File: src/design/lsu_cfg.svh
`ifndef LSU_CFG_SVH
`define LSU_CFG_SVH

// Data path word width
`define LSU_DATA_W 32

// Byte address width
`define LSU_ADDR_W 32

// Data RAM depth in words
`define LSU_RAM_WORDS 256

`endif

File: src/design/lsu_pkg.sv
`default_nettype none

`include "lsu_cfg.svh"

package lsu_pkg;

    localparam int SEL_W = `LSU_DATA_W / 8;

    typedef enum logic [3:0] {
        OP_NOP   = 4'd0,
        OP_LD_B  = 4'd1,
        OP_LD_BU = 4'd2,
        OP_LD_H  = 4'd3,
        OP_LD_HU = 4'd4,
        OP_LD_W  = 4'd5,
        OP_ST_B  = 4'd6,
        OP_ST_H  = 4'd7,
        OP_ST_W  = 4'd8,
        OP_LL    = 4'd9,
        OP_SC    = 4'd10
    } mem_op_e;

    typedef enum logic [1:0] {
        BUS_IDLE = 2'd0,
        BUS_REQ  = 2'd1,
        BUS_DONE = 2'd2
    } bus_state_e;

    // Result of the execute stage
    typedef struct packed {
        logic                   valid;
        mem_op_e                op;
        logic [`LSU_ADDR_W-1:0] mem_addr;
        logic [`LSU_DATA_W-1:0] reg2;
        logic                   wreg;
        logic [4:0]             waddr;
        logic [`LSU_DATA_W-1:0] wdata;
    } ex_mem_t;

    typedef struct packed {
        logic                   ce;
        logic                   we;
        logic [`LSU_ADDR_W-1:0] addr;
        logic [`LSU_DATA_W-1:0] data;
        logic [SEL_W-1:0]       sel;
    } mem_req_t;

    typedef struct packed {
        logic                   valid;
        logic                   wreg;
        logic [4:0]             waddr;
        logic [`LSU_DATA_W-1:0] wdata;
        logic                   excp_ale;
        logic                   llbit_we;
        logic                   llbit_value;
    } mem_wb_t;

    typedef struct packed {
        logic                   is_load;
        logic                   wreg;
        logic [4:0]             waddr;
        logic [`LSU_DATA_W-1:0] wdata;
    } mem_fwd_t;

endpackage

`default_nettype wire

File: src/design/mem_wb_reg.sv
`default_nettype none

module mem_wb_reg
    import lsu_pkg::*;
(
    input  logic    clk_i,
    input  logic    rst_n_i,
    input  mem_wb_t wb_i,
    output mem_wb_t wb_o,
    output logic    llbit_o
);

    mem_wb_t wb_q;
    logic    valid_q;
    logic    llbit_q;

    always_ff @(posedge clk_i or negedge rst_n_i) begin
        if (!rst_n_i) begin
            valid_q <= 1'b0;
            llbit_q <= 1'b0;
        end else begin
            valid_q <= wb_i.valid;
            // Link bit changes with the result that carries it
            if (wb_i.valid && wb_i.llbit_we) begin
                llbit_q <= wb_i.llbit_value;
            end
        end
    end

    always_ff @(posedge clk_i) begin
        wb_q <= wb_i;
    end

    always_comb begin
        wb_o = wb_q;
        wb_o.valid = valid_q;
    end

    assign llbit_o = llbit_q;

endmodule

`default_nettype wire

File: config.mk
export PLATFORM = sky130hd
export DESIGN_NAME = mem_wb_reg
export DESIGN_NICKNAME = d
export VERILOG_FILES = /design/src/design/lsu_pkg.sv /design/src/design/mem_wb_reg.sv
export VERILOG_INCLUDE_DIRS = /design/src /design/src/design
export SDC_FILE = /design/constraint.sdc
export NUM_CORES = 1
export LEC_CHECK = 0
export ABC_AREA = 1
export BUFFER_PORTS_ARGS = -buffer_cell sky130_fd_sc_hd__buf_2
export CAP_MARGIN = 0
export CORE_UTILIZATION = 36
export CTS_CLUSTER_SIZE = 12
export DETAILED_ROUTE_END_ITERATION = 8
export PLACE_DENSITY = 0.8
export SLEW_MARGIN = 25
export SYNTH_ARGS = -nofsm -noshare
export SYNTH_HDL_FRONTEND = slang
export SYNTH_SLANG_ARGS = --single-unit
File: constraint.sdc
create_clock -name clk_i -period 1.9 [get_ports clk_i]
set_input_delay 0.57 -clock clk_i [delete_from_list [all_inputs] [get_ports clk_i]]
set_output_delay 0.57 -clock clk_i [all_outputs]
set_load 0.02 [all_outputs]
# [Word level (Yosys, flattened, before mapping)]
# Index checks and enable logic that the tools add are counted.
[word_totals] inputBits=44 register_bits=43
[classes] n_reduce_logical=1
[op_table] op="1-bit logical AND" n=1

# [Longest topological paths before layout]
[depth] word_depth=1 ltp_mapped=3 depth_no_buf=3

# [Least setup slack after synthesis]
# No wires, ideal clock.
[synth_timing] path_kind="register to output" startpoint="register valid_q" endpoint="output wb_o[41] in the netlist's numbering" path_stages_with_launch=2 arrival_ns=0.482 t_required_ns=1.330 path_slack_ns=0.848 path_cell_list="dfrtp_1 -> buf_4"
[synth_lines] item="start, declared" line="mem_wb_reg.sv:14" text="logic valid_q;"
[synth_lines] item="start signal, assigned" line="mem_wb_reg.sv:22" text="valid_q <= wb_i.valid;"
[synth_lines] item="end, declared" line="mem_wb_reg.sv:9" text="output mem_wb_t wb_o,"
# No word-level cell between the ends.

# [Worst setup path after layout]
[layout_timing] startpoint="register llbit_q, in the netlist llbit_o" endpoint="output llbit_o"
[layout_lines] item="start, declared" line="mem_wb_reg.sv:15" text="logic llbit_q;"
[layout_lines] item="start signal, assigned" line="mem_wb_reg.sv:25" text="llbit_q <= wb_i.llbit_value;"
[layout_lines] item="end, declared" line="mem_wb_reg.sv:10" text="output logic llbit_o"
# No word-level cell between the ends.

==> key figures <==
Routing
  – Initial drt markers: 1
  – Wire length per cell: 11.06 um
  – DRT met1 WL: 573 um
  – TritonRoute pass-1 iters: 3
  – DRC: 0
  – Drt via density: 3.994
  – Post-route ant nets: 0
  – Vias: ~680
  – Detailed Route WL: 1881 um
  – Met3 routed WL: 276 um
  – Top Metal Used: met4
  – Met2 routed WL: 955 um

Critical path
  – Worst reg-to-reg path cell count: 2
  – CP bufs+invs: 1
  – CP Max Fanout: 2
  – RR Startpoint: llbit_o$_DFFE_PN0P_
  – Reg2reg setup slack: 1.30 ns
  – FF-to-FF End: llbit_o$_DFFE_PN0P_
  – Crit path cell chain: buf_2
  – Crit Path Class: reg -> out
  – Crit path capture type: primary output
  – Critical path depth in cells: 1
  – Crit path max-delay family: flip-flops
  – Worst endpoint required time: 1.33 ns
  – CP max stage cell: dfrtp_1
  – Crit path largest cell delay: 0.40 ns
  – CP arrival: 0.90 ns
  – Startpoint Class: flip-flop

Clock tree
  – Reg clk slew, reported paths: 0.12 ns
  – Clock root buffer: clkbuf_4
  – Post-CTS Setup Repair Bufs: 0
  – Post-CTS sizing: 0
  – H-Tree Depth: 2
  – Clock Sinks: between 40 and 50
  – Clk Latency, worst-skew pair: between 0.3 and 0.4 ns
  – Total CTS buffers: 5
  – Max Root-Sink Buffers: 2
  – CTS tree: done
  – Cts hold-fix bufs: 1

Timing
  – Setup Skew: 0 ns
  – Finish-stage setup viols: 0
  – Final worst path period need: 1.470 ns
  – Worst slew pin tran: 0.1169 ns
  – Hold Slack: 0.3145 ns
  – Slew Limit Headroom: 0.9221
  – Max frequency: between 600 and 700 MHz
  – Max-slew violation count: 0
  – Final setup TNS: 0 ns
  – Min setup slack post-route: 0.4299 ns
  – Unrepaired setup endpoints after global routing: false
  – Tcrit/Tclk final: 0.7737
  – Final hold violation count: 0

Floorplanning
  – Total Die Area: 2688 um^2
  – Core area: approximately 2300 um^2
  – Initial Utilization: 0.3931
  – Rows: 17
  – Die X: 51.85 um
  – Die H: ~52 um
  – # IOs: 87

Synth
  – Synthesized area per cell: 18.64 um^2
  – Largest cells by area after synthesis: dfxtp_1, dfrtp_1, nand2_1
  – Mapped Nets: 92
  – Register area share after synthesis: 0.9734
  – Library cells used by synthesis: 5
  – Synthesis warning total: 0
  – Synth top area share: 0.9175
  – Synth Cell Area: between 800 and 900 um^2
  – Synth area leader: dfxtp_1
  – FF+latch count, synth: 43
  – Mapped Cells: 48

Power and ir drop
  – Clock power frac: 0.283
  – Overall power: roughly 1.6 mW
  – P_leak: between 0.7 and 0.8 nW
  – Combinational share of power: 0.102
  – Sw frac: 0.2361
  – Sequential Power Share: 0.614
  – Pint: 1.197 mW
  – NetSw: 0.3699 mW
  – Pwr/cell area: 1101 nW/um^2
  – Maximum VDD drop: about 0.00085 V

Final layout
  – Multi-input combinational cell area: 16.27 um^2
  – Fraction of layout cells with a size suffix above 1: 0.6549
  – Post-layout net count: 185
  – Commonest non-fill, non-tap cell in the layout: buf_2
  – Area Growth Syn to Fin: 59.02%
  – Fillers: ~180
  – Post-layout util: 0.6251
  – FF+latch area: a little under 900 um^2
  – Most frequent cells in the layout: buf_2, dfxtp_1, clkbuf_4, nand2_1, dfrtp_1
  – Number of antenna diodes: 0

GRT
  – Initial antenna violation count: 0
  – First-pass GRT wire length: 2553 um
  – Largest net degree at the start of global routing: 14
  – Global route overflow: 0
  – Vias in the first global route: 607
  – Total GRT Usage: 0.1494

Placement
  – Detailed Place HPWL: between 1000 and 1500 um
  – Post-Place Setup Slack: 0.8162 ns
  – Placer Congestion: 0.6379
  – Port Buf Inserts: 86

Job
  – MaxCap Viol Count: 0

Min path
  – HP Start: wb_i[27]
  – Worst min path class: in -> reg
  – Worst hold path depth: 1
  – Hold-critical path endpoint: wb_o[27]$_DFF_P_

Outcome
  – Status: complete, no violations
==> power by group through the flow <==
stage,logic [mW],clock network [mW],registers (mW)
floorplan,0.00574,0,1.05
global route,0.172,0.509,0.968
CTS,0.163,0.457,0.964
finish,0.160,0.444,0.963
global placement,0.157,0,0.981
detailed placement,0.161,0,0.984
==> synthesized netlist by cell type <==
master	n
buf_4	1
dfrtp_1	2
dfxtp_1	41
nand2_1	3
nand3_1	1
==> how the worst max path moves through the flow <==
stage                             start        to  slack, ns
detailed placement  llbit_o$_DFFE_PN0P_   llbit_o       0.82
global route        llbit_o$_DFFE_PN0P_   llbit_o       0.38
floorplan             valid_q$_DFF_PN0_  wb_o[41]       0.85
CTS                 llbit_o$_DFFE_PN0P_   llbit_o       0.41
finish              llbit_o$_DFFE_PN0P_   llbit_o       0.43
global placement    llbit_o$_DFFE_PN0P_   llbit_o       0.83
==> cells by family (layout without fill, tap and decap cells) <==
| kind of cell | Yosys count | count (layout) | share of synthesized area |
|---|---|---|---|
| flops | 43 | 43 | 0.9734 |
| buf+inv | 1 | 95 | 0.008395 |
| simple gates | 4 | 4 | 0.01818 |
==> through the flow <==
step / instance area (um^2) / cells
detailed placement: 1353 / 161
global placement: 1353 / 161
global route: 1423 / 170
floorplan: 894.6 / 48
CTS: 1423 / 170
finish: 1423 / 170
==> layer usage <==
layer	up-vias	global-route usage
met4	0	0.1622
met1	288	0.1095
li1	329	-
met2	54	0.2479
met3	8	0.08772
met5	-	0
==> area by class of cell <==
type,instances,share of cell area
sequential,43,0.6121
timing repair buffer,87,0.3096
clock buffer,7,0.03870
tap,28,0.02463
multi-input combinational,4,0.01143
clock inverter,1,0.003518
==> registers in the layout (all words and copies together), names as in the netlist <==
signal and cells:
valid_q 1, wb_o 41, llbit_o 1
==> worst register-to-register path: cells and delay by family, from the launching register on <==
family           cells  cell delay, ns
and+or+nand+nor      2            0.11
DFF                  1            0.40
No activity file was read; power rests on OpenSTA's default activity.
