--- src/design/lsu_cfg.svh ---
`ifndef LSU_CFG_SVH
`define LSU_CFG_SVH

// Data path word width
`define LSU_DATA_W 32

// Byte address width
`define LSU_ADDR_W 32

// Data RAM depth in words
`define LSU_RAM_WORDS 256

`endif

--- src/design/lsu_pkg.sv ---
`default_nettype none

`include "lsu_cfg.svh"

package lsu_pkg;

    localparam int SEL_W = `LSU_DATA_W / 8;

    typedef enum logic [3:0] {
        OP_NOP   = 4'd0,
        OP_LD_B  = 4'd1,
        OP_LD_BU = 4'd2,
        OP_LD_H  = 4'd3,
        OP_LD_HU = 4'd4,
        OP_LD_W  = 4'd5,
        OP_ST_B  = 4'd6,
        OP_ST_H  = 4'd7,
        OP_ST_W  = 4'd8,
        OP_LL    = 4'd9,
        OP_SC    = 4'd10
    } mem_op_e;

    typedef enum logic [1:0] {
        BUS_IDLE = 2'd0,
        BUS_REQ  = 2'd1,
        BUS_DONE = 2'd2
    } bus_state_e;

    // Result of the execute stage
    typedef struct packed {
        logic                   valid;
        mem_op_e                op;
        logic [`LSU_ADDR_W-1:0] mem_addr;
        logic [`LSU_DATA_W-1:0] reg2;
        logic                   wreg;
        logic [4:0]             waddr;
        logic [`LSU_DATA_W-1:0] wdata;
    } ex_mem_t;

    typedef struct packed {
        logic                   ce;
        logic                   we;
        logic [`LSU_ADDR_W-1:0] addr;
        logic [`LSU_DATA_W-1:0] data;
        logic [SEL_W-1:0]       sel;
    } mem_req_t;

    typedef struct packed {
        logic                   valid;
        logic                   wreg;
        logic [4:0]             waddr;
        logic [`LSU_DATA_W-1:0] wdata;
        logic                   excp_ale;
        logic                   llbit_we;
        logic                   llbit_value;
    } mem_wb_t;

    typedef struct packed {
        logic                   is_load;
        logic                   wreg;
        logic [4:0]             waddr;
        logic [`LSU_DATA_W-1:0] wdata;
    } mem_fwd_t;

endpackage

`default_nettype wire

--- src/design/mem_stage.sv ---
`default_nettype none

`include "lsu_cfg.svh"

module mem_stage
    import lsu_pkg::*;
(
    input  ex_mem_t                ex_i,
    input  logic                   data_ok_i,
    input  logic [`LSU_DATA_W-1:0] rdata_i,
    input  logic                   llbit_i,
    output mem_req_t               req_o,
    output mem_wb_t                wb_o,
    output mem_fwd_t               fwd_o,
    output logic                   stall_o
);

    logic [1:0]  lane;
    logic [7:0]  rbyte;
    logic [15:0] rhalf;
    logic        misaligned;
    logic        is_load;

    assign lane = ex_i.mem_addr[1:0];

    // Addressed lanes of the returned word
    always_comb begin
        case (lane)
            2'd0: rbyte = rdata_i[7:0];
            2'd1: rbyte = rdata_i[15:8];
            2'd2: rbyte = rdata_i[23:16];
            default: rbyte = rdata_i[31:24];
        endcase
        rhalf = lane[1] ? rdata_i[31:16] : rdata_i[15:0];
    end

    always_comb begin
        case (ex_i.op)
            OP_LD_H, OP_LD_HU, OP_ST_H: misaligned = lane[0];
            OP_LD_W, OP_ST_W, OP_LL, OP_SC: misaligned = |lane;
            default: misaligned = 1'b0;
        endcase
    end

    always_comb begin
        req_o = '0;
        req_o.addr = ex_i.mem_addr;
        wb_o = '0;
        wb_o.wreg = ex_i.wreg;
        wb_o.waddr = ex_i.waddr;
        wb_o.wdata = ex_i.wdata;
        is_load = 1'b0;
        case (ex_i.op)
            OP_LD_B, OP_LD_BU: begin
                req_o.ce = 1'b1;
                req_o.sel = 4'b0001 << lane;
                wb_o.wreg = 1'b1;
                is_load = 1'b1;
                if (ex_i.op == OP_LD_B) begin
                    wb_o.wdata = {{24{rbyte[7]}}, rbyte};
                end else begin
                    wb_o.wdata = {24'b0, rbyte};
                end
            end
            OP_LD_H, OP_LD_HU: begin
                req_o.ce = 1'b1;
                req_o.sel = lane[1] ? 4'b1100 : 4'b0011;
                wb_o.wreg = 1'b1;
                is_load = 1'b1;
                if (ex_i.op == OP_LD_H) begin
                    wb_o.wdata = {{16{rhalf[15]}}, rhalf};
                end else begin
                    wb_o.wdata = {16'b0, rhalf};
                end
            end
            OP_LD_W, OP_LL: begin
                req_o.ce = 1'b1;
                req_o.sel = 4'b1111;
                wb_o.wreg = 1'b1;
                wb_o.wdata = rdata_i;
                is_load = 1'b1;
                // LL arms the link bit
                wb_o.llbit_we = ex_i.op == OP_LL;
                wb_o.llbit_value = 1'b1;
            end
            OP_ST_B: begin
                req_o.ce = 1'b1;
                req_o.we = 1'b1;
                req_o.sel = 4'b0001 << lane;
                req_o.data = {4{ex_i.reg2[7:0]}};
                wb_o.wreg = 1'b0;
            end
            OP_ST_H: begin
                req_o.ce = 1'b1;
                req_o.we = 1'b1;
                req_o.sel = lane[1] ? 4'b1100 : 4'b0011;
                req_o.data = {2{ex_i.reg2[15:0]}};
                wb_o.wreg = 1'b0;
            end
            OP_ST_W: begin
                req_o.ce = 1'b1;
                req_o.we = 1'b1;
                req_o.sel = 4'b1111;
                req_o.data = ex_i.reg2;
                wb_o.wreg = 1'b0;
            end
            OP_SC: begin
                wb_o.wreg = 1'b1;
                is_load = 1'b1;
                if (llbit_i) begin
                    req_o.ce = 1'b1;
                    req_o.we = 1'b1;
                    req_o.sel = 4'b1111;
                    req_o.data = ex_i.reg2;
                    wb_o.wdata = 32'd1;
                    wb_o.llbit_we = 1'b1;
                    wb_o.llbit_value = 1'b0;
                end else begin
                    wb_o.wdata = 32'd0;
                end
            end
            default: begin
            end
        endcase

        // Misaligned access goes nowhere and writes no register
        if (misaligned) begin
            req_o.ce = 1'b0;
            req_o.we = 1'b0;
            wb_o.wreg = 1'b0;
            wb_o.wdata = '0;
            wb_o.llbit_we = 1'b0;
            wb_o.excp_ale = 1'b1;
        end

        req_o.ce = req_o.ce & ex_i.valid;
        wb_o.valid = ex_i.valid & (~req_o.ce | data_ok_i);
    end

    assign stall_o = req_o.ce & ~data_ok_i;

    assign fwd_o.is_load = is_load & ex_i.valid;
    assign fwd_o.wreg = wb_o.wreg & ex_i.valid;
    assign fwd_o.waddr = wb_o.waddr;
    assign fwd_o.wdata = wb_o.wdata;

endmodule

`default_nettype wire

--- config.mk ---
export PLATFORM = sky130hd
export DESIGN_NAME = mem_stage
export DESIGN_NICKNAME = d
export VERILOG_FILES = /design/src/design/lsu_pkg.sv /design/src/design/mem_stage.sv
export VERILOG_INCLUDE_DIRS = /design/src /design/src/design
export SDC_FILE = /design/constraint.sdc
export NUM_CORES = 1
export LEC_CHECK = 0
export BUFFER_PORTS_ARGS = -buffer_cell sky130_fd_sc_hd__buf_4
export CAP_MARGIN = 20
export CORE_AREA = 2 2 112 114
export DETAILED_ROUTE_END_ITERATION = 10
export DIE_AREA = 0 0 114 116
export SYNTH_ARGS = -nofsm -noshare
export SYNTH_HDL_FRONTEND = slang
export SYNTH_SLANG_ARGS = --single-unit
--- constraint.sdc ---
create_clock -name vclk -period 3.52
set_clock_uncertainty 0.1 [all_clocks]
set_input_delay 0.176 -clock vclk [all_inputs]
set_output_delay 0.176 -clock vclk [all_outputs]
set_load 0.02 [all_outputs]
* Yosys cells after proc, flatten, opt, wreduce, memory -nomap -nowiden
Cells that the tools add are included.
Word-level totals: register bits 0, input bits 141, output and inout bits 152, logic and storage cells 54
Operators by class: eq/ne operators 12, shift-type cells 1, multiplexer cells 21, bitwise logic cells 8, reductions and logical operators 12
Operator list (number):
- $pmux W32 S4 | 2
- $mux W32 | 2
- $mux W36 | 1
- $mux W34 | 1
- $pmux W8 S3 | 1
- $eq A4 B3 Y1 const B | 4
- $mux W16 | 1
- $pmux W4 S4 | 1
- $eq A4 B4 Y1 const B | 3
- $reduce_or A3 Y1 | 4
- $reduce_or A9 Y1 | 1
- $eq A4 B2 Y1 const B | 2
- $pmux W1 S2 | 4
- $reduce_or A2 Y1 | 4
- $reduce_or A7 Y1 | 1
- $mux W2 | 3
- $and A1 B1 Y1 | 5
- $eq A4 B1 Y1 const B | 1
- $mux W4 | 1
- $pmux W2 S2 | 1
- $reduce_or A4 Y1 | 1
- $shl A1 B2 Y4 const A | 1
- $mux W1 | 3
- $eq A2 B1 Y1 const B | 1
- 4 further kinds | 5

* Logic depth before layout (Yosys ltp)
Gate-level depths: netlist of the first run.
depth after elaboration 8, mapped depth 10, gate-level depth less buffers 5

* Worst setup path before layout of the first run
OpenSTA, ideal clock, no wires.
path type input to output, start input ex_i[102] (netlist bit), end output wb_o[8] (netlist bit), data arrival time 2.182 ns, required time 3.244 ns, setup slack 1.062 ns, cell stages on the path 7, buffers on the path 2, cell sequence or2_2 mux2_2 nor2_1 buf_2 a222oi_1 a211oi_1 buf_4
RTL lines:
- start, declared | RTL line mem_stage.sv:8 | input ex_mem_t ex_i,
- end, declared | RTL line mem_stage.sv:13 | output mem_wb_t wb_o,

==> flow_metrics.py, run 1 <==
metrics = {
    "global_route": {
        "antenna_found_initial": 0,
        "grt_max_degree": 30,
        "grt_usage_pct": 14.37,
        "grt-ovfl-total": 0,
        "grt_pass1_wl_mm": 15.31,
        "grt_pass1_vias": 2753,
    },
    "finish": {
        "nFlopsAndLatches": 0,
        "drive_gt1_share_pct": 52.61,
        "post-route-util_pct": 28.70,
        "nClkBuffers": 0,
        "area_delta_synth_final_pct": 54.00,
        "fin_nets": 603,
        "antenna_cells": 0,
        "seqCellArea_um2": 0,
    },
    "detailed_routing": {
        "dr.pass1.iters": 7,
        "wl_per_cell_um": 17.76,
        "first_iter_violations": 299,
        "drcViolationCount": 0,
        "routed_wl_mm": 10.78,
        "via_per_inst": 4.982,
        "detail-route-antenna-nets": 0,
        "num_vias": 3024,
    },
    "pwr": {
        "p_per_area_mw_per_mm2": 220.3,
        "p_leak_uw": 0.001694,
        "peakVddDrop_uv": 104.0,
    },
    "die": {
        "initial_core_util_pct": 18.63,
        "core-area_mm2": 0.01191,
        "die_area_mm2": 0.01322,
        "row_count": 40,
        "die_w_um": 114,
        "die_y_um": 116,
        "num_io_pins": 293,
    },
    "setup_path": {
        "crit_path_end_kind": "output port",
        "critical_path_peak_fanout": 29,
        "start_kind": "input port",
        "critPathArrivalTime_ps": 2310,
        "crit_type": "input port to output port",
        "critPathRequiredTime_ps": 3240,
    },
    "placement": {
        "hpwl_mm": 8.972,
        "gp_congestion": 0.7979,
        "portBuffers": 218,
    },
    "clocking": {
        "ctsHoldBuffers": 0,
        "post_cts_buffers": 0,
        "cts_resized": 0,
    },
    "sta": {
        "relSlewSlack_pct": 37.85,
        "max_clock_freq_ghz": 0.3865,
        "tns_ps": 0,
        "setup_viol": 0,
        "final.period_utilization_pct": 73.50,
        "finalMaxSlewViolations": 0,
        "rsz0062_at_grt": "false",
        "worst_pin_slew_ps": 928.8,
        "fin_crit_ps": 2587,
        "hold_viol_final": 0,
    },
    "yosys": {
        "yosys.area.top_type": "buf_4",
        "synth_top_area_share_pct": 25.70,
        "synthAdderAreaFrac_pct": 0,
        "ys_seq_area_share_pct": 0,
        "yosys_warnings": 0,
        "synth-compound-area-share_pct": 33.26,
        "avgSynthCellArea_um2": 6.626,
        "netlist_instances": 335,
        "synth_xor_area_share_pct": 0,
        "ys_types": 41,
        "synth_area_leaders": "buf_4 26%, nor2_1 8.8%, mux4_2 7.1%",
        "synth_top_family_by_area": "compound AO/OA/AOI/OAI gates",
        "synthMuxAreaShare_pct": 9.921,
        "netlist_area_mm2": 0.002220,
        "synth-simple-area-share_pct": 24.07,
        "syn_nets": 476,
    },
    "hold_path": {
        "min_path_cells": 0,
        "hp-class": "input port to output port",
    },
    "job": {
        "drv_cap": 0,
    },
    "run_status": {
        "outcome": "finished, final reports clean",
    },
}
-- metal layers --
metal  vias up  wire length, um  GRT usage [%]
met1      1462             4643          20.36
met4         0               32         0.8943
met2       138             5399          24.40
met5         -                0              0
met3         6              703          1.831
li1       1418                -              -
-- where the power goes --
part | leakage (uW) | internal (uW) | switching, uW
Combinational | 0.00169 | 330 | 423
Sequential | 0 | 0 | 0
Clock | 0 | 0 | 0
-- final cells by class --
| type | count | area (um^2) |
|---|---|---|
| well taps | 147 | 183.9 |
| fillers | 1319 | 8493 |
| multi-input cells | 223 | 1500 |
| inverters | 12 | 45.04 |
| repair buffers | 225 | 1689 |
-- critical path, stage by stage --
cell and delay [ps]:
buf_4 190, nand2b_1 270, o22ai_1 130, a221o_1 500, buf_4 290, a221oi_1 420, and2_1 190, buf_4 130
-- stage by stage --
stage               cell area [um^2]  total power [uW]  std cells  hold slack [ps]  setup slack (ps)
floorplan                       2220             528.6        335            331.8              1062
global placement                3418             749.5        607            252.1              1005
detailed placement              3418             755.6        607            252.1             902.6
CTS                             3418             757.4        607            252.1             898.6
global route                    3418             803.6        607            252.0             726.3
finish                          3418             752.9        607            252.0             932.9
-- kinds of logic (layout without fill, tap and decap cells) --
kind of cell,count (synthesis),after routing
simple gates,112,112
mux,13,13
compound gates,98,98
buf+inv,112,237
-- synthesized netlist by cell type, types with 3 or more instances --
cell type,count
o21ai_0,8
o31ai_1,3
a221oi_1,10
mux4_2,7
a211oi_1,10
nand3_1,3
a22o_1,15
nor2_1,52
nand2_1,5
mux2i_1,4
and2_1,3
a21oi_1,24
nor3_1,26
clkbuf_1,11
nor2b_1,9
nand2b_1,7
buf_2,11
inv_1,12
buf_4,76
a222oi_1,13
-- final timing paths --
path / start / endpoint
max: ex_i[104] / fwd_o[37]
min: ex_i[83] / req_o[49]
-- cells in the final DEF (no fill, tap or decap), drive strengths merged --
cell     count
a2111oi      1
a211o        1
a211oi      12
a21o         1
a21oi       24
a221o        1
a221oi      10
a222oi      13
a22o        15
a2bb2oi      1
a31oi        1
a32o         1
and2         3
and3         1
buf        225
inv         12
mux2         2
mux2i        4
mux4         7
nand2        5
nand2b       7
nand3        3
nor2        52
nor2b        9
nor3        27
nor3b        1
o21a         1
o21ai        8
o22ai        2
o31ai        3
o32ai        2
o41ai        1
or2          2
or3b         2
Power figures use the tool's default switching activity.
==> run 2, diff against run 1 <==
CORE_AREA = 2 2 114 116   (was 2 2 112 114)
DIE_AREA = 0 0 116 118   (was 0 0 114 116)
clock period = 2.4 ns   (was 3.52 ns; I/O delays follow)
==> run 2 against run 1 <==
Against the previous run:
- combinational power is 50% higher
- non-clock buffer count rose by 11
- die area up 3.5%
- worst setup slack got worse by 760 ps
- final area up 3.7%
- global-route usage shrank 0.25 points
- total power grew 50%
==> flow_metrics.py, run 2 (synthesis results as in run 1) <==
metrics = {
    "finish": {
        "layout_common_cells": "236 x buf_4, 51 x nor2_1, 26 x nor3_1",
        "seqCellArea_um2": 0,
        "antenna_cells": 0,
        "fin_nets": 615,
        "multi_input_area_mm2": 0.001511,
        "nFlopsAndLatches": 0,
        "nClkBuffers": 0,
        "area_delta_synth_final_pct": 59.64,
        "final_common_cell": "buf_4",
        "drive_gt1_share_pct": 54.24,
        "fillers": 1365,
        "final_cells": 644,
    },
    "detailed_routing": {
        "drcViolationCount": 0,
        "via_per_inst": 4.764,
        "first_iter_violations": 283,
        "wl_per_cell_um": 17.30,
        "detail-route-antenna-nets": 0,
        "num_vias": 3068,
        "routed_wl_mm": 11.14,
        "dr.pass1.iters": 6,
    },
    "pwr": {
        "p_per_area_mw_per_mm2": 319.3,
        "p_leak_uw": 0.001747,
        "peakVddDrop_uv": 98.93,
    },
    "hold_path": {
        "hold_start": "ex_i[72]",
        "whs_endpoint": "req_o[38]",
        "min_path_cells": 0,
        "hp-class": "input port to output port",
    },
    "global_route": {
        "grt_max_degree": 34,
        "grt_pass1_vias": 2803,
        "grt_usage_pct": 14.12,
        "grt_pass1_wl_mm": 15.56,
        "grt-ovfl-total": 0,
        "antenna_found_initial": 0,
    },
    "sta": {
        "finalMaxSlewViolations": 0,
        "whs_ps": 140.0,
        "setup_viol": 0,
        "max_clock_freq_ghz": 0.4484,
        "tns_ps": 0,
        "relSlewSlack_pct": 57.02,
        "rsz0062_at_grt": "false",
        "fin_crit_ps": 2230,
        "final.period_utilization_pct": 92.92,
        "hold_viol_final": 0,
        "worst_pin_slew_ps": 642.3,
    },
    "die": {
        "core-area_mm2": 0.01241,
        "initial_core_util_pct": 17.88,
        "die_w_um": 116,
        "row_count": 41,
        "die_area_mm2": 0.01369,
        "num_io_pins": 293,
        "die_y_um": 118,
    },
    "setup_path": {
        "critPathRequiredTime_ps": 2180,
        "critical_path_peak_fanout": 33,
        "crit_type": "input port to output port",
        "start_kind": "input port",
        "crit_path_end_kind": "output port",
        "critPathArrivalTime_ps": 2010,
    },
    "run_status": {
        "outcome": "finished, final reports clean",
    },
    "placement": {
        "dp_cells": 641,
        "hpwl_mm": 9.069,
        "gp_congestion": 0.8172,
        "portBuffers": 218,
    },
    "job": {
        "drv_cap": 0,
    },
    "clocking": {
        "ctsHoldBuffers": 0,
    },
}
==> run 2: cell types whose count changed in the layout (fill, tap and decap cells not counted), sizes merged <==
cell / delta
nor2: +1
buf: +11
==> run 2: worst max-delay path, cell delays in order <==
cell	delay (ps)
buf_4	180
nand2b_1	170
o22ai_1	100
a221o_1	430
buf_4	270
nor3_1	470
buf_4	230
==> run 2: how the worst max path moves through the flow <==
stage | to | startpoint | slack [ps]
finish | wb_o[13] | ex_i[104] | 170
global route | fwd_o[4] | ex_i[102] | 80
CTS | fwd_o[4] | ex_i[102] | 110
detailed placement | fwd_o[4] | ex_i[102] | 130
global placement | wb_o[7] | ex_i[102] | 160
floorplan | wb_o[8] | ex_i[102] | 50
==> run 2: report_power, final <==
part           total (uW)  internal [uW]  switching (uW)
logic                1130            501             630
registers               0              0               0
clock network           0              0               0
total                1130            501             630
==> run 2: area by class of cell <==
| cell class | count | area share, % |
|---|---|---|
| well taps | 172 | 6.073 |
| multi-input cells | 224 | 42.66 |
| inverters | 12 | 1.271 |
| repair buffers | 236 | 50.00 |
==> run 2: per-stage QoR <==
step	util, %	worst slack, ps	cell area (um^2)	power (uW)
2_1_floorplan	-	53.72	2220	775.3
6_report	28.54	169.8	3543	1131
4_1_cts	28.36	114.6	3521	1128
3_3_place_gp	28.36	155.7	3521	1120
5_1_grt	28.54	75.72	3543	1205
3_5_place_dp	28.36	129.8	3521	1125
==> run 2: what timing repair did <==
| item | in CTS | in global routing |
|---|---|---|
| endpoints found under the setup margin | 0 | 30 |
| gates resized for setup | 0 | 2 |
| buffers inserted | 0 | 2 |
==> run 2: layer usage <==
layer,up-vias,track usage [%],share of wire [%]
met2,163,23.90,48
met5,-,0,0
met3,10,1.802,7.5
met1,1456,19.59,44
li1,1439,-,-
met4,0,1.563,0.78
