File: src/design/lsu_cfg.svh
`ifndef LSU_CFG_SVH
`define LSU_CFG_SVH

// Data path word width
`define LSU_DATA_W 32

// Byte address width
`define LSU_ADDR_W 32

// Data RAM depth in words
`define LSU_RAM_WORDS 256

`endif

File: src/design/lsu_pkg.sv
`default_nettype none

`include "lsu_cfg.svh"

package lsu_pkg;

    localparam int SEL_W = `LSU_DATA_W / 8;

    typedef enum logic [3:0] {
        OP_NOP   = 4'd0,
        OP_LD_B  = 4'd1,
        OP_LD_BU = 4'd2,
        OP_LD_H  = 4'd3,
        OP_LD_HU = 4'd4,
        OP_LD_W  = 4'd5,
        OP_ST_B  = 4'd6,
        OP_ST_H  = 4'd7,
        OP_ST_W  = 4'd8,
        OP_LL    = 4'd9,
        OP_SC    = 4'd10
    } mem_op_e;

    typedef enum logic [1:0] {
        BUS_IDLE = 2'd0,
        BUS_REQ  = 2'd1,
        BUS_DONE = 2'd2
    } bus_state_e;

    // Result of the execute stage
    typedef struct packed {
        logic                   valid;
        mem_op_e                op;
        logic [`LSU_ADDR_W-1:0] mem_addr;
        logic [`LSU_DATA_W-1:0] reg2;
        logic                   wreg;
        logic [4:0]             waddr;
        logic [`LSU_DATA_W-1:0] wdata;
    } ex_mem_t;

    typedef struct packed {
        logic                   ce;
        logic                   we;
        logic [`LSU_ADDR_W-1:0] addr;
        logic [`LSU_DATA_W-1:0] data;
        logic [SEL_W-1:0]       sel;
    } mem_req_t;

    typedef struct packed {
        logic                   valid;
        logic                   wreg;
        logic [4:0]             waddr;
        logic [`LSU_DATA_W-1:0] wdata;
        logic                   excp_ale;
        logic                   llbit_we;
        logic                   llbit_value;
    } mem_wb_t;

    typedef struct packed {
        logic                   is_load;
        logic                   wreg;
        logic [4:0]             waddr;
        logic [`LSU_DATA_W-1:0] wdata;
    } mem_fwd_t;

endpackage

`default_nettype wire

File: src/design/wb_master.sv
`default_nettype none

`include "lsu_cfg.svh"

module wb_master
    import lsu_pkg::*;
(
    input  logic                   clk_i,
    input  logic                   rst_n_i,
    input  mem_req_t               req_i,
    input  logic                   wb_ack_i,
    input  logic [`LSU_DATA_W-1:0] wb_dat_i,
    output logic                   wb_cyc_o,
    output logic                   wb_stb_o,
    output logic                   wb_we_o,
    output logic [`LSU_ADDR_W-1:0] wb_adr_o,
    output logic [`LSU_DATA_W-1:0] wb_dat_o,
    output logic [SEL_W-1:0]       wb_sel_o,
    output logic                   data_ok_o,
    output logic [`LSU_DATA_W-1:0] rdata_o
);

    bus_state_e state_q;
    bus_state_e state_d;

    always_comb begin
        state_d = state_q;
        case (state_q)
            BUS_IDLE: if (req_i.ce) state_d = BUS_REQ;
            BUS_REQ:  if (wb_ack_i) state_d = BUS_DONE;
            default:  state_d = BUS_IDLE;
        endcase
    end

    always_ff @(posedge clk_i or negedge rst_n_i) begin
        if (!rst_n_i) begin
            state_q <= BUS_IDLE;
        end else begin
            state_q <= state_d;
        end
    end

    // Request fields are held for the whole cycle
    always_ff @(posedge clk_i) begin
        if (state_q == BUS_IDLE && req_i.ce) begin
            wb_we_o  <= req_i.we;
            wb_adr_o <= req_i.addr;
            wb_dat_o <= req_i.data;
            wb_sel_o <= req_i.sel;
        end
        if (state_q == BUS_REQ && wb_ack_i) begin
            rdata_o <= wb_dat_i;
        end
    end

    assign wb_cyc_o  = state_q == BUS_REQ;
    assign wb_stb_o  = state_q == BUS_REQ;
    assign data_ok_o = state_q == BUS_DONE;

endmodule

`default_nettype wire

File: config.mk
export PLATFORM = sky130hd
export DESIGN_NAME = wb_master
export DESIGN_NICKNAME = d
export VERILOG_FILES = /design/src/design/lsu_pkg.sv /design/src/design/wb_master.sv
export VERILOG_INCLUDE_DIRS = /design/src /design/src/design
export SDC_FILE = /design/constraint.sdc
export NUM_CORES = 1
export LEC_CHECK = 0
export BUFFER_PORTS_ARGS = -buffer_cell sky130_fd_sc_hd__clkbuf_2
export CAP_MARGIN = 25
export CORE_MARGIN = 5
export CORE_UTILIZATION = 41
export DETAILED_ROUTE_END_ITERATION = 16
export PLACE_DENSITY = 0.76
export SLEW_MARGIN = 20
export SYNTH_ARGS = -nofsm -noshare
export SYNTH_HDL_FRONTEND = slang
export SYNTH_SLANG_ARGS = --single-unit
File: constraint.sdc
create_clock -name clk_i -period 6.6 [get_ports clk_i]
set_input_delay 1.65 -clock clk_i [delete_from_list [all_inputs] [get_ports clk_i]]
set_output_delay 1.65 -clock clk_i [all_outputs]
set_load 0.01 [all_outputs]
After elaboration in Yosys (flattened, before gate mapping)
Cells that the tools add are included.
{ "word_totals": {"regBits": 103, "out_inout_bits": 104} }
{ "classes": {"eq_ne": 4, "n_mux": 3, "n_reduce_logical": 4} }
{ "ops": {"columns": ["operator", "n"], "rows": [
  ["$mux W2", 2],
  ["$ne A2 B2 Y1 const B", 2],
  ["$pmux W2 S2", 1],
  ["$eq A2 B1 Y1 const B", 1],
  ["$eq A2 B2 Y1 const B", 1],
  ["$logic_and A1 B1 Y1", 2],
  ["$logic_not A2 Y1", 1],
  ["$reduce_and A2 Y1", 1]
]} }

Logic depth before layout (Yosys ltp)
Gate-level depths: netlist of run 1.
{ "logic_depth": {"ltp_word": 3, "depth_mapped": 2} }

Worst setup path after synthesis of run 1
Ideal clock, no wire load.
{ "synth_path": {"path_type": "input port to flip-flop", "start": "input req_i[69] (netlist name)", "end": "register wb_adr_o[0], enable pin", "setup_time_ns": 0.595, "arrival_time_ns": 6.635, "required_ns": 6.005, "slack_ns": -0.630, "path_stages": 1, "path_buffers": 0, "cell_sequence": "nor3b_1"} }
{ "synth_via": {"elab_chain_len": 1} }
{ "synth_lines": {"columns": ["item", "line", "text"], "rows": [
  ["start, declared", "wb_master.sv:10", "input mem_req_t req_i,"],
  ["$logic_and A1 B1 Y1", "wb_master.sv:45", "if (state_q == BUS_IDLE && req_i.ce) begin"],
  ["end signal, assigned", "wb_master.sv:47", "wb_adr_o <= req_i.addr;"],
  ["end, declared", "wb_master.sv:16", "output logic [`LSU_ADDR_W-1:0] wb_adr_o,"]
]} }
Every way passes these cells.
A chain may end at the register's enable or synchronous reset.

Worst setup path in the final report of run 1
{ "layout_path": {"start": "register state_q[0]", "end": "output data_ok_o"} }
{ "layout_via": {"elab_chain_len": 1} }
{ "layout_lines": {"columns": ["item", "line", "text"], "rows": [
  ["start, declared", "wb_master.sv:23", "bus_state_e state_q;"],
  ["start signal, assigned", "wb_master.sv:39", "state_q <= state_d;"],
  ["$eq A2 B2 Y1", "wb_master.sv:58", "assign data_ok_o = state_q == BUS_DONE;"],
  ["end, declared", "wb_master.sv:19", "output logic data_ok_o,"]
]} }
Every way passes these cells.

==> metrics.txt, run 1 <==
# TYPE chip_impl_metric gauge
chip_impl_metric{name="design.core.area",unit="um2"} 7607
chip_impl_info{name="cts_tree",value="built"} 1
chip_impl_info{name="synth.top_cells.by_area",value="sky130_fd_sc_hd__edfxtp_1, sky130_fd_sc_hd__dfrtp_1, sky130_fd_sc_hd__nor2b_4, sky130_fd_sc_hd__and2_1, sky130_fd_sc_hd__and2b_2"} 1
chip_impl_metric{name="dieHeight",unit="um"} 97.57
chip_impl_metric{name="grt_first_pass_wirelength",unit="um"} 11230
chip_impl_metric{name="post_cts_resized",unit=""} 0
chip_impl_metric{name="dr.pass1.iters",unit=""} 3
chip_impl_metric{name="htree_levels",unit=""} 3
chip_impl_metric{name="place_ws",unit="ps"} 3594
chip_impl_info{name="reg2reg_from",value="state_q[0]$_DFFE_PN0P_"} 1
chip_impl_metric{name="ys_seq_area_share",unit="%"} 98.05
chip_impl_metric{name="hold_fix_buffers_cts",unit=""} 0
chip_impl_metric{name="antenna_violations_before_repair",unit=""} 0
chip_impl_metric{name="numPortBuffers",unit=""} 208
chip_impl_metric{name="cts_inserted_buffers",unit=""} 9
chip_impl_metric{name="clk_slew_on_worst_s_h_paths",unit="ps"} 90
chip_impl_metric{name="synthToLayoutAreaGrowth",unit="%"} 43.22
chip_impl_metric{name="drc",unit=""} 0
chip_impl_metric{name="final_min_period_over_clock_period",unit="%"} 42.88
chip_impl_info{name="root_buffer",value="sky130_fd_sc_hd__clkbuf_8"} 1
chip_impl_metric{name="worst_path_required_time",unit="ps"} 4950
chip_impl_metric{name="finalNetCount",unit=""} 436
chip_impl_info{name="min-delay-start",value="state_q[1]$_DFFE_PN0P_"} 1
chip_impl_info{name="hold_removal_path_class",value="reg -> reg"} 1
chip_impl_metric{name="finalWeightedCongestion",unit=""} 0.8268
chip_impl_info{name="end_kind",value="primary output"} 1
chip_impl_metric{name="intPower",unit="uW"} 1084
chip_impl_metric{name="setup_slack",unit="ps"} 3770
chip_impl_metric{name="insertion_delay_of_the_later_clocked_pin_in_the_worst_skew_pair",unit="ps"} 350
chip_impl_info{name="netlist.top_cell.by_area",value="sky130_fd_sc_hd__edfxtp_1"} 1
chip_impl_metric{name="postSynthAreaPerCell",unit="um2"} 28.33
chip_impl_metric{name="place_hpwl",unit="um"} 5902
chip_impl_metric{name="antenna_violating_nets_post_route",unit=""} 0
chip_impl_metric{name="number_of_vias_per_cell_after_detailed_routing",unit=""} 4.390
chip_impl_metric{name="cap_violations",unit=""} 0
chip_impl_metric{name="switching_share",unit="%"} 26.63
chip_impl_metric{name="achievable-frequency",unit="GHz"} 0.3533
chip_impl_metric{name="post_synth_num_cell_types",unit=""} 9
chip_impl_metric{name="antenna-diode-count",unit=""} 0
chip_impl_metric{name="comb_power_share",unit="%"} 17.2
chip_impl_metric{name="numClockSinks",unit=""} 103
chip_impl_metric{name="detailroute.via_count",unit=""} 1923
chip_impl_metric{name="clkPwrFrac",unit="%"} 23.2
chip_impl_metric{name="timing.critical_path.fanout_max",unit=""} 5
chip_impl_metric{name="ff2ff_setup_slack",unit="ps"} 4880
chip_impl_metric{name="synth_area",unit="um2"} 3144
chip_impl_metric{name="relative_max_transition_margin",unit="%"} 45.06
chip_impl_metric{name="totalWireLength",unit="um"} 7371
chip_impl_metric{name="synthCells",unit=""} 111
chip_impl_metric{name="seqPwrFrac",unit="%"} 59.7
chip_impl_metric{name="hold_path_depth",unit=""} 1
chip_impl_metric{name="drive_gt1_share",unit="%"} 67.86
chip_impl_metric{name="drv_slew",unit=""} 0
chip_impl_metric{name="io_pins",unit=""} 209
chip_impl_metric{name="route.detailed.wl_per_inst",unit="um"} 16.83
chip_impl_metric{name="synth-warning-count",unit=""} 0
chip_impl_metric{name="die_area",unit="um2"} 9520
chip_impl_metric{name="multi_input_comb_area",unit="um2"} 65.06
chip_impl_metric{name="seq_area",unit="um2"} 3083
chip_impl_metric{name="grt_start_max_net_pins",unit=""} 70
chip_impl_metric{name="clockBufferDepth",unit=""} 2
chip_impl_info{name="r2r_end",value="wb_sel_o[0]$_DFFE_PP_"} 1
chip_impl_metric{name="cellPowerDensity",unit="nW/um2"} 328.0
chip_impl_metric{name="fin_skew",unit="ps"} 8.004
chip_impl_metric{name="postSynthNetCount",unit=""} 216
chip_impl_info{name="worst_setup_sp_type",value="flip-flop"} 1
chip_impl_metric{name="worst_slew_pin_slew",unit="ps"} 824.0
chip_impl_metric{name="rows",unit=""} 32
chip_impl_metric{name="power.ir.vdd_worst",unit="mV"} 0.2085
chip_impl_metric{name="synth-seq-cells",unit=""} 103
chip_impl_metric{name="leakagePower",unit="uW"} 0.001956
chip_impl_metric{name="gr-total-overflow",unit=""} 0
chip_impl_metric{name="final.setup.tns",unit="ps"} 0
chip_impl_metric{name="final-hold-violation-count",unit=""} 0
chip_impl_metric{name="synth_top_area_share",unit="%"} 96.46
chip_impl_metric{name="cts.repair_timing.setup_buffer_count",unit=""} 0
chip_impl_metric{name="initial_core_util",unit="%"} 41.33
chip_impl_metric{name="net_switching_power",unit="uW"} 393.3
chip_impl_info{name="grt_setup_unrepaired",value="false"} 1
chip_impl_info{name="run_status",value="complete, no violations"} 1
chip_impl_metric{name="number_of_fillers_in_the_final_layout",unit=""} 609
chip_impl_metric{name="critical_path_arrival",unit="ps"} 1180
chip_impl_metric{name="setup_violations",unit=""} 0
chip_impl_metric{name="grt_util_all_layers",unit="%"} 16.00
chip_impl_metric{name="period_needed",unit="ps"} 2830
chip_impl_metric{name="grt_pass1_vias",unit=""} 2083
chip_impl_info{name="criticalPathCategory",value="reg -> out"} 1
chip_impl_metric{name="reg2reg_depth",unit=""} 2
chip_impl_info{name="holdPathEnd",value="state_q[0]$_DFFE_PN0P_"} 1
chip_impl_metric{name="floorplan.die.width",unit="um"} 97.57
chip_impl_metric{name="detailedRoute.firstIterationViolations",unit=""} 45
==> worst max-delay path by stage <==
| stage | from | slack [ps] | depth (start not counted) | end |
|---|---|---|---|---|
| after floorplan | req_i[69] | 1810 | 1 | wb_adr_o[0]$_DFFE_PP_ |
| after global placement | req_i[69] | 3610 | 3 | wb_adr_o[29]$_DFFE_PP_ |
| after detailed placement | req_i[69] | 3590 | 3 | wb_adr_o[1]$_DFFE_PP_ |
| after CTS | state_q[0]$_DFFE_PN0P_ | 3750 | 2 | data_ok_o |
| after global routing | state_q[0]$_DFFE_PN0P_ | 3680 | 2 | wb_cyc_o |
| final | state_q[0]$_DFFE_PN0P_ | 3770 | 2 | data_ok_o |
==> cells in the mapped netlist <==
cell,instances
sky130_fd_sc_hd__buf_4,1
sky130_fd_sc_hd__edfxtp_1,101
sky130_fd_sc_hd__and2b_2,1
sky130_fd_sc_hd__nor2b_4,1
sky130_fd_sc_hd__dfrtp_1,2
sky130_fd_sc_hd__nor2_1,1
sky130_fd_sc_hd__a211oi_1,1
sky130_fd_sc_hd__and2_1,2
sky130_fd_sc_hd__nor3b_1,1
==> state kept, by name, indices dropped and copies added, names as in the netlist <==
name / cells
rdata_o: 32
wb_adr_o: 32
wb_dat_o: 32
wb_sel_o: 4
state_q: 2
wb_we_o: 1
==> per-layer routing <==
| layer | wire [um] | up-vias | global-route usage [%] |
|---|---|---|---|
| li1 | - | 884 | - |
| met1 | 2550 | 882 | 16.23 |
| met2 | 3471 | 150 | 25.57 |
| met3 | 1276 | 7 | 11.63 |
| met4 | 72 | 0 | 5.751 |
| met5 | 0 | - | 0 |
==> through the flow <==
step | util, % | power (uW) | cells | instance area (um2) | hold slack, ps
after floorplan | - | 1014 | 111 | 3149 | 503.0
after CTS | 59.19 | 1498 | 438 | 4503 | 582.8
after global placement | 56.94 | 1149 | 422 | 4332 | 549.2
final | 59.19 | 1477 | 438 | 4503 | 576.4
after detailed placement | 56.94 | 1158 | 422 | 4332 | 567.9
after global routing | 59.19 | 1558 | 438 | 4503 | 612.2
==> cell type report <==
type | count | area share, %
clock buffers | 9 | 2.751
clock inverters | 7 | 1.056
multi-input cells | 7 | 1.445
repair buffers | 210 | 23.45
flip-flops and latches | 103 | 68.46
well taps | 102 | 2.834
==> cell families (layout without fill, tap and decap cells) <==
group	count (synthesis)	after routing	share of synthesized area, %
simple gates	6	6	1.472
flops	103	103	98.05
buf+inv	1	226	0.2388
compound gates	1	1	0.2388
==> cells in the final DEF, fill, tap and decap left out <==
cell / instances
sky130_fd_sc_hd__a211oi_1: 1
sky130_fd_sc_hd__dfrtp_1: 2
sky130_fd_sc_hd__clkbuf_8: 9
sky130_fd_sc_hd__nor3b_4: 1
sky130_fd_sc_hd__and2b_2: 1
sky130_fd_sc_hd__nor2b_4: 1
sky130_fd_sc_hd__clkinv_2: 2
sky130_fd_sc_hd__inv_6: 2
sky130_fd_sc_hd__edfxtp_1: 101
sky130_fd_sc_hd__buf_4: 2
sky130_fd_sc_hd__and2_1: 2
sky130_fd_sc_hd__clkinvlp_4: 1
sky130_fd_sc_hd__clkbuf_2: 208
sky130_fd_sc_hd__nor2_1: 1
sky130_fd_sc_hd__clkinv_1: 1
sky130_fd_sc_hd__clkinv_4: 1
==> worst max-delay path, stage by stage, from the launching register on <==
cell                       delay, ps
sky130_fd_sc_hd__dfrtp_1         450
sky130_fd_sc_hd__and2b_2         250
sky130_fd_sc_hd__clkbuf_2        130
==> power groups by stage <==
| stage | registers [uW] | logic (uW) | clock network (uW) |
|---|---|---|---|
| floorplan | 952 | 62.4 | 0 |
| global placement | 894 | 255 | 0 |
| detailed placement | 898 | 260 | 0 |
| CTS | 884 | 260 | 354 |
| global route | 893 | 276 | 390 |
| finish | 881 | 253 | 342 |
Note: power is estimated with default switching activity, not from simulation.
==> run 2: changes to the inputs <==
==> constraint.sdc (replaced) <==
create_clock -name clk_i -period 2.9 [get_ports clk_i]
set_input_delay 0.725 -clock clk_i [delete_from_list [all_inputs] [get_ports clk_i]]
set_output_delay 0.725 -clock clk_i [all_outputs]
set_load 0.01 [all_outputs]
==> metrics.txt, run 2 (synthesis results as in run 1) <==
# TYPE chip_impl_metric gauge
chip_impl_metric{name="grt_first_pass_wirelength",unit="um"} 11740
chip_impl_metric{name="clockBufferDepth",unit=""} 2
chip_impl_metric{name="die_area",unit="um2"} 9520
chip_impl_info{name="grt_setup_unrepaired",value="false"} 1
chip_impl_metric{name="grt_util_all_layers",unit="%"} 16.45
chip_impl_metric{name="finalNetCount",unit=""} 436
chip_impl_info{name="worst_path_max_delay_cell",value="sky130_fd_sc_hd__dfrtp_1"} 1
chip_impl_info{name="cts_tree",value="built"} 1
chip_impl_metric{name="drc",unit=""} 0
chip_impl_info{name="end_kind",value="primary output"} 1
chip_impl_metric{name="post_cts_resized",unit=""} 0
chip_impl_metric{name="detailedRoute.firstIterationViolations",unit=""} 46
chip_impl_metric{name="insertion_delay_of_the_later_clocked_pin_in_the_worst_skew_pair",unit="ps"} 350
chip_impl_metric{name="route.detailed.wl_per_inst",unit="um"} 17.81
chip_impl_info{name="criticalPathCategory",value="reg -> out"} 1
chip_impl_metric{name="numPortBuffers",unit=""} 208
chip_impl_metric{name="io_pins",unit=""} 209
chip_impl_metric{name="finalWeightedCongestion",unit=""} 0.8665
chip_impl_metric{name="dr.pass1.iters",unit=""} 6
chip_impl_metric{name="placed_cells",unit=""} 422
chip_impl_metric{name="layout.cell_area.non_filler",unit="um2"} 4534
chip_impl_metric{name="placedInstanceArea",unit="um2"} 4344
chip_impl_metric{name="grt_pass1_vias",unit=""} 2054
chip_impl_metric{name="rows",unit=""} 32
chip_impl_metric{name="power",unit="uW"} 3435
chip_impl_metric{name="cts_inserted_buffers",unit=""} 9
chip_impl_info{name="biggestRegsByFlops",value="rdata_o (32), wb_adr_o (32), wb_dat_o (32)"} 1
chip_impl_metric{name="critical_path_arrival",unit="ps"} 1170
chip_impl_metric{name="initial_core_util",unit="%"} 41.33
chip_impl_metric{name="antenna_violations_before_repair",unit=""} 0
chip_impl_metric{name="cap_violations",unit=""} 0
chip_impl_metric{name="drv_slew",unit=""} 0
chip_impl_metric{name="number_of_vias_per_cell_after_detailed_routing",unit=""} 4.416
chip_impl_metric{name="number_of_fillers_in_the_final_layout",unit=""} 592
chip_impl_metric{name="final-instance-count-excl-fill",unit=""} 438
chip_impl_metric{name="antenna_violating_nets_post_route",unit=""} 0
chip_impl_metric{name="numClockSinks",unit=""} 103
chip_impl_metric{name="cellPowerDensity",unit="nW/um2"} 757.4
chip_impl_metric{name="setup_slack",unit="ps"} 1008
chip_impl_metric{name="dieHeight",unit="um"} 97.57
chip_impl_metric{name="final-hold-violation-count",unit=""} 0
chip_impl_metric{name="power.ir.vdd_worst",unit="mV"} 0.3515
chip_impl_metric{name="detailroute.via_count",unit=""} 1934
chip_impl_info{name="worst_setup_sp_type",value="flip-flop"} 1
chip_impl_info{name="path_cells",value="and2b_2 -> clkbuf_2"} 1
chip_impl_metric{name="totalWireLength",unit="um"} 7801
chip_impl_metric{name="worst_path_required_time",unit="ps"} 2170
chip_impl_metric{name="gr-total-overflow",unit=""} 0
chip_impl_metric{name="antenna-diode-count",unit=""} 0
chip_impl_metric{name="leakagePower",unit="uW"} 0.001969
chip_impl_metric{name="reg2reg_depth",unit=""} 3
chip_impl_metric{name="htree_levels",unit=""} 3
chip_impl_metric{name="drive_gt1_share",unit="%"} 67.86
chip_impl_info{name="run_status",value="complete, no violations"} 1
chip_impl_metric{name="worstPathBufferInverterCount",unit=""} 1
chip_impl_info{name="hold_removal_path_class",value="in -> async"} 1
chip_impl_metric{name="achievable-frequency",unit="GHz"} 0.5286
chip_impl_metric{name="worst-path-stages",unit=""} 2
chip_impl_metric{name="timing.critical_path.fanout_max",unit=""} 5
chip_impl_info{name="most_frequent_standard_cell_in_the_layout_excluding_fill_and_tap_cells",value="sky130_fd_sc_hd__clkbuf_2"} 1
chip_impl_metric{name="place_ws",unit="ps"} 1144
chip_impl_metric{name="grt_start_max_net_pins",unit=""} 70
chip_impl_metric{name="period_needed",unit="ps"} 1892
chip_impl_metric{name="cts.repair_timing.setup_buffer_count",unit=""} 0
chip_impl_info{name="root_buffer",value="sky130_fd_sc_hd__clkbuf_8"} 1
chip_impl_metric{name="synthToLayoutAreaGrowth",unit="%"} 44.21
chip_impl_info{name="critical-path-top-delay-family",value="flip-flops"} 1
chip_impl_metric{name="hold_fix_buffers_cts",unit=""} 0
chip_impl_metric{name="worst_slew_pin_slew",unit="ps"} 384.9
chip_impl_metric{name="final_min_period_over_clock_period",unit="%"} 65.23
chip_impl_metric{name="clk_slew_on_worst_s_h_paths",unit="ps"} 100
chip_impl_metric{name="setup_violations",unit=""} 0
chip_impl_metric{name="relative_max_transition_margin",unit="%"} 74.34
chip_impl_info{name="layout.cells.most_common_list",value="sky130_fd_sc_hd__clkbuf_2, sky130_fd_sc_hd__edfxtp_1, sky130_fd_sc_hd__clkbuf_8"} 1
chip_impl_metric{name="cp_slowest_stage_delay",unit="ps"} 460
chip_impl_metric{name="fin_skew",unit="ps"} 8.764
chip_impl_metric{name="design.core.area",unit="um2"} 7607
chip_impl_metric{name="floorplan.die.width",unit="um"} 97.57
[run 2: cell types whose count changed in the layout (fill, tap and decap cells not counted)]
cell | previous run | this run
sky130_fd_sc_hd__clkinv_2 | 2 | 0
sky130_fd_sc_hd__clkinv_4 | 1 | 2
sky130_fd_sc_hd__clkinvlp_4 | 1 | 0
sky130_fd_sc_hd__buf_4 | 2 | 1
sky130_fd_sc_hd__clkinv_8 | 0 | 1
sky130_fd_sc_hd__buf_12 | 0 | 1
sky130_fd_sc_hd__inv_8 | 0 | 1
[run 2: path summary, 6_finish.rpt]
path,startpoint,end,slack [ps]
setup / recovery,state_q[0]$_DFFE_PN0P_,data_ok_o,1010
hold / removal,rst_n_i,state_q[0]$_DFFE_PN0P_,130
min in group clk_i,req_i[45],wb_adr_o[9]$_DFFE_PP_,530
setup reg to reg,state_q[0]$_DFFE_PN0P_,rdata_o[12]$_DFFE_PP_,1400
max in group asynchronous,rst_n_i,state_q[1]$_DFFE_PN0P_,2680
hold reg to reg,state_q[1]$_DFFE_PN0P_,state_q[0]$_DFFE_PN0P_,600
[run 2: layout make-up]
type	instances	area [um2]	share of cell area, %
timing repair buffer	210	1069	23.57
clock buffer	9	123.9	2.732
sequential	103	3083	67.99
tap	102	127.6	2.815
clock inverter	7	66.31	1.462
multi-input combinational	7	65.06	1.435
[run 2: metal layers]
metal  up-vias  share of wire [%]  GRT usage [%]
met1       918                 35          17.74
met5         -                  0              0
met4         0                2.0          6.816
met2       120                 53          28.26
met3        12                 11          7.107
li1        884                  -              -
[run 2: where the power goes]
part           internal, uW  switching (uW)  total (uW)
sequential             1930            76.0        2010
combinational           226             362         588
clock                   332             505         837
[run 2: metrics by stage]
step | hold slack, ps | setup TNS (ps) | util, %
after floorplan | 429.4 | -2890 | -
after global placement | 511.3 | 0 | 57.11
after detailed placement | 511.6 | 0 | 57.11
after CTS | 105.0 | 0 | 59.61
after global routing | 100.6 | 0 | 59.61
final | 131.0 | 0 | 59.61
[run 2: worst reg2reg max path, cell delays in order (launching register included)]
cell	delay (ps)
sky130_fd_sc_hd__dfrtp_1	460
sky130_fd_sc_hd__nor2b_4	200
sky130_fd_sc_hd__and2_1	140
sky130_fd_sc_hd__buf_4	350
==> run 3: changes to the inputs <==
==> constraint.sdc (replaced) <==
create_clock -name clk_i -period 1.8 [get_ports clk_i]
set_input_delay 0.45 -clock clk_i [delete_from_list [all_inputs] [get_ports clk_i]]
set_output_delay 0.45 -clock clk_i [all_outputs]
set_load 0.01 [all_outputs]
==> metrics.txt, run 3 (synthesis results as in run 1) <==
# TYPE chip_impl_metric gauge
chip_impl_info{name="run_status",value="complete, no violations"} 1
chip_impl_metric{name="intPower",unit="uW"} 4021
chip_impl_metric{name="numPortBuffers",unit=""} 208
chip_impl_metric{name="reg2reg_depth",unit=""} 2
chip_impl_metric{name="leakagePower",unit="uW"} 0.001966
chip_impl_metric{name="place_ws",unit="ps"} 342.3
chip_impl_metric{name="grt_first_pass_wirelength",unit="um"} 11580
chip_impl_metric{name="detailedRoute.firstIterationViolations",unit=""} 69
chip_impl_info{name="holdPathEnd",value="wb_dat_o[15]$_DFFE_PP_"} 1
chip_impl_metric{name="worst_slew_pin_slew",unit="ps"} 345.0
chip_impl_metric{name="seqPwrFrac",unit="%"} 58.7
chip_impl_metric{name="gr-total-overflow",unit=""} 0
chip_impl_metric{name="io_pins",unit=""} 209
chip_impl_metric{name="achievable-frequency",unit="GHz"} 0.6201
chip_impl_metric{name="design.core.area",unit="um2"} 7607
chip_impl_metric{name="post_cts_resized",unit=""} 0
chip_impl_metric{name="grt_start_max_net_pins",unit=""} 70
chip_impl_metric{name="ff2ff_setup_slack",unit="ps"} 400
chip_impl_metric{name="numClockSinks",unit=""} 103
chip_impl_info{name="most_frequent_standard_cell_in_the_layout_excluding_fill_and_tap_cells",value="sky130_fd_sc_hd__clkbuf_2"} 1
chip_impl_metric{name="finalWeightedCongestion",unit=""} 0.8495
chip_impl_metric{name="cap_violations",unit=""} 0
chip_impl_metric{name="setup_slack",unit="ps"} 187.3
chip_impl_metric{name="setup_violations",unit=""} 0
chip_impl_metric{name="number_of_vias_per_cell_after_detailed_routing",unit=""} 4.364
chip_impl_metric{name="dieHeight",unit="um"} 97.57
chip_impl_metric{name="clk_slew_on_worst_s_h_paths",unit="ps"} 100
chip_impl_metric{name="clockBufferDepth",unit=""} 2
chip_impl_info{name="reg2reg_from",value="state_q[1]$_DFFE_PN0P_"} 1
chip_impl_metric{name="dr.pass1.iters",unit=""} 4
chip_impl_info{name="layout.cells.most_common_list",value="sky130_fd_sc_hd__clkbuf_2, sky130_fd_sc_hd__edfxtp_1, sky130_fd_sc_hd__clkbuf_8"} 1
chip_impl_metric{name="clkPwrFrac",unit="%"} 23.7
chip_impl_info{name="worst_setup_sp_type",value="flip-flop"} 1
chip_impl_metric{name="drc",unit=""} 0
chip_impl_metric{name="period_needed",unit="ps"} 1613
chip_impl_metric{name="net_switching_power",unit="uW"} 1489
chip_impl_metric{name="timing.critical_path.fanout_max",unit=""} 5
chip_impl_metric{name="grt_pass1_vias",unit=""} 2042
chip_impl_metric{name="cts_inserted_buffers",unit=""} 9
chip_impl_metric{name="power.ir.vdd_worst",unit="mV"} 0.6053
chip_impl_metric{name="drive_gt1_share",unit="%"} 67.66
chip_impl_metric{name="hold_path_depth",unit=""} 1
chip_impl_metric{name="final_min_period_over_clock_period",unit="%"} 89.59
chip_impl_metric{name="cellPowerDensity",unit="nW/um2"} 1211
chip_impl_metric{name="detailroute.via_count",unit=""} 1916
chip_impl_metric{name="antenna_violating_nets_post_route",unit=""} 0
chip_impl_metric{name="antenna-diode-count",unit=""} 0
chip_impl_metric{name="layout.cell_area.non_filler",unit="um2"} 4549
chip_impl_info{name="biggestRegsByFlops",value="rdata_o (32), wb_adr_o (32), wb_dat_o (32)"} 1
chip_impl_metric{name="initial_core_util",unit="%"} 41.33
chip_impl_info{name="min-delay-start",value="req_i[19]"} 1
chip_impl_metric{name="rows",unit=""} 32
chip_impl_metric{name="drv_slew",unit=""} 0
chip_impl_metric{name="fin_skew",unit="ps"} 6.966
chip_impl_metric{name="htree_levels",unit=""} 3
chip_impl_metric{name="synthToLayoutAreaGrowth",unit="%"} 44.69
chip_impl_metric{name="final-hold-violation-count",unit=""} 0
chip_impl_metric{name="worst_path_required_time",unit="ps"} 1350
chip_impl_metric{name="critical_path_arrival",unit="ps"} 1160
chip_impl_metric{name="final-instance-count-excl-fill",unit=""} 439
chip_impl_metric{name="placed_cells",unit=""} 422
chip_impl_metric{name="number_of_fillers_in_the_final_layout",unit=""} 574
chip_impl_info{name="r2r_end",value="wb_adr_o[12]$_DFFE_PP_"} 1
chip_impl_metric{name="die_area",unit="um2"} 9520
chip_impl_metric{name="route.detailed.wl_per_inst",unit="um"} 17.74
chip_impl_info{name="hold_removal_path_class",value="in -> reg"} 1
chip_impl_info{name="cts_tree",value="built"} 1
chip_impl_info{name="root_buffer",value="sky130_fd_sc_hd__clkbuf_8"} 1
chip_impl_metric{name="placedInstanceArea",unit="um2"} 4357
chip_impl_metric{name="antenna_violations_before_repair",unit=""} 0
chip_impl_info{name="end_kind",value="primary output"} 1
chip_impl_info{name="criticalPathCategory",value="reg -> out"} 1
chip_impl_metric{name="floorplan.die.width",unit="um"} 97.57
chip_impl_metric{name="holdWs",unit="ps"} 263.7
chip_impl_info{name="grt_setup_unrepaired",value="false"} 1
chip_impl_metric{name="comb_power_share",unit="%"} 17.6
chip_impl_metric{name="relative_max_transition_margin",unit="%"} 77.00
chip_impl_metric{name="layout.core_utilization",unit="%"} 59.80
chip_impl_metric{name="switching_share",unit="%"} 27.02
chip_impl_metric{name="grt_util_all_layers",unit="%"} 16.47
chip_impl_metric{name="totalWireLength",unit="um"} 7789
chip_impl_metric{name="finalNetCount",unit=""} 437
chip_impl_metric{name="insertion_delay_of_the_later_clocked_pin_in_the_worst_skew_pair",unit="ps"} 350
## run 3: layout make-up
cell class                 instances  area (um2)  share of cell area, %
sequential                       103        3083                  67.77
clock buffer                      10       127.6                  2.805
tap                              102       127.6                  2.805
timing repair buffer             211        1091                  23.98
multi-input combinational          7       65.06                  1.430
clock inverter                     6       55.05                  1.210
## run 3: layer usage
metal,part of all wire [%],global-route usage (%),vias to the layer above
li1,-,-,882
met1,34,16.17,911
met2,54,29.89,111
met3,11,7.179,12
met4,1.8,7.029,0
met5,0,0,-
## run 3: per-stage QoR
| step | TNS [ps] | total power, uW |
|---|---|---|
| finish | 0 | 5510 |
| global placement | 0 | 4250 |
| global route | 0 | 5777 |
| floorplan | -61540 | 3717 |
| CTS | 0 | 5590 |
| detailed placement | 0 | 4286 |
## run 3: power by group through the flow
stage	Clock [uW]	Sequential [uW]	Combinational (uW)
floorplan	0	3480	233
global placement	0	3270	976
detailed placement	0	3300	989
CTS	1360	3240	993
global route	1470	3270	1040
finish	1310	3230	970
## run 3: timing repair
action	4_1_cts	5_1_grt
setup endpoints to repair	0	0
hold buffers	1	0
hold endpoints to repair	2	0
setup buffers	0	0
## run 3: critical path: stages (launching register included)
cell and delay (ps):
sky130_fd_sc_hd__dfrtp_1 450, sky130_fd_sc_hd__and2b_2 240, sky130_fd_sc_hd__clkbuf_2 120
## run 3: worst max path at each step
| stage | from | to | slack (ps) | cells past startpoint |
|---|---|---|---|---|
| after floorplan | state_q[0]$_DFFE_PN0P_ | wb_adr_o[0]$_DFFE_PP_ | -870 | 1 |
| after global placement | req_i[69] | wb_dat_o[1]$_DFFE_PP_ | 360 | 3 |
| after detailed placement | req_i[69] | wb_dat_o[15]$_DFFE_PP_ | 340 | 3 |
| after CTS | state_q[0]$_DFFE_PN0P_ | data_ok_o | 170 | 2 |
| after global routing | state_q[0]$_DFFE_PN0P_ | data_ok_o | 110 | 2 |
| final | state_q[0]$_DFFE_PN0P_ | data_ok_o | 190 | 2 |
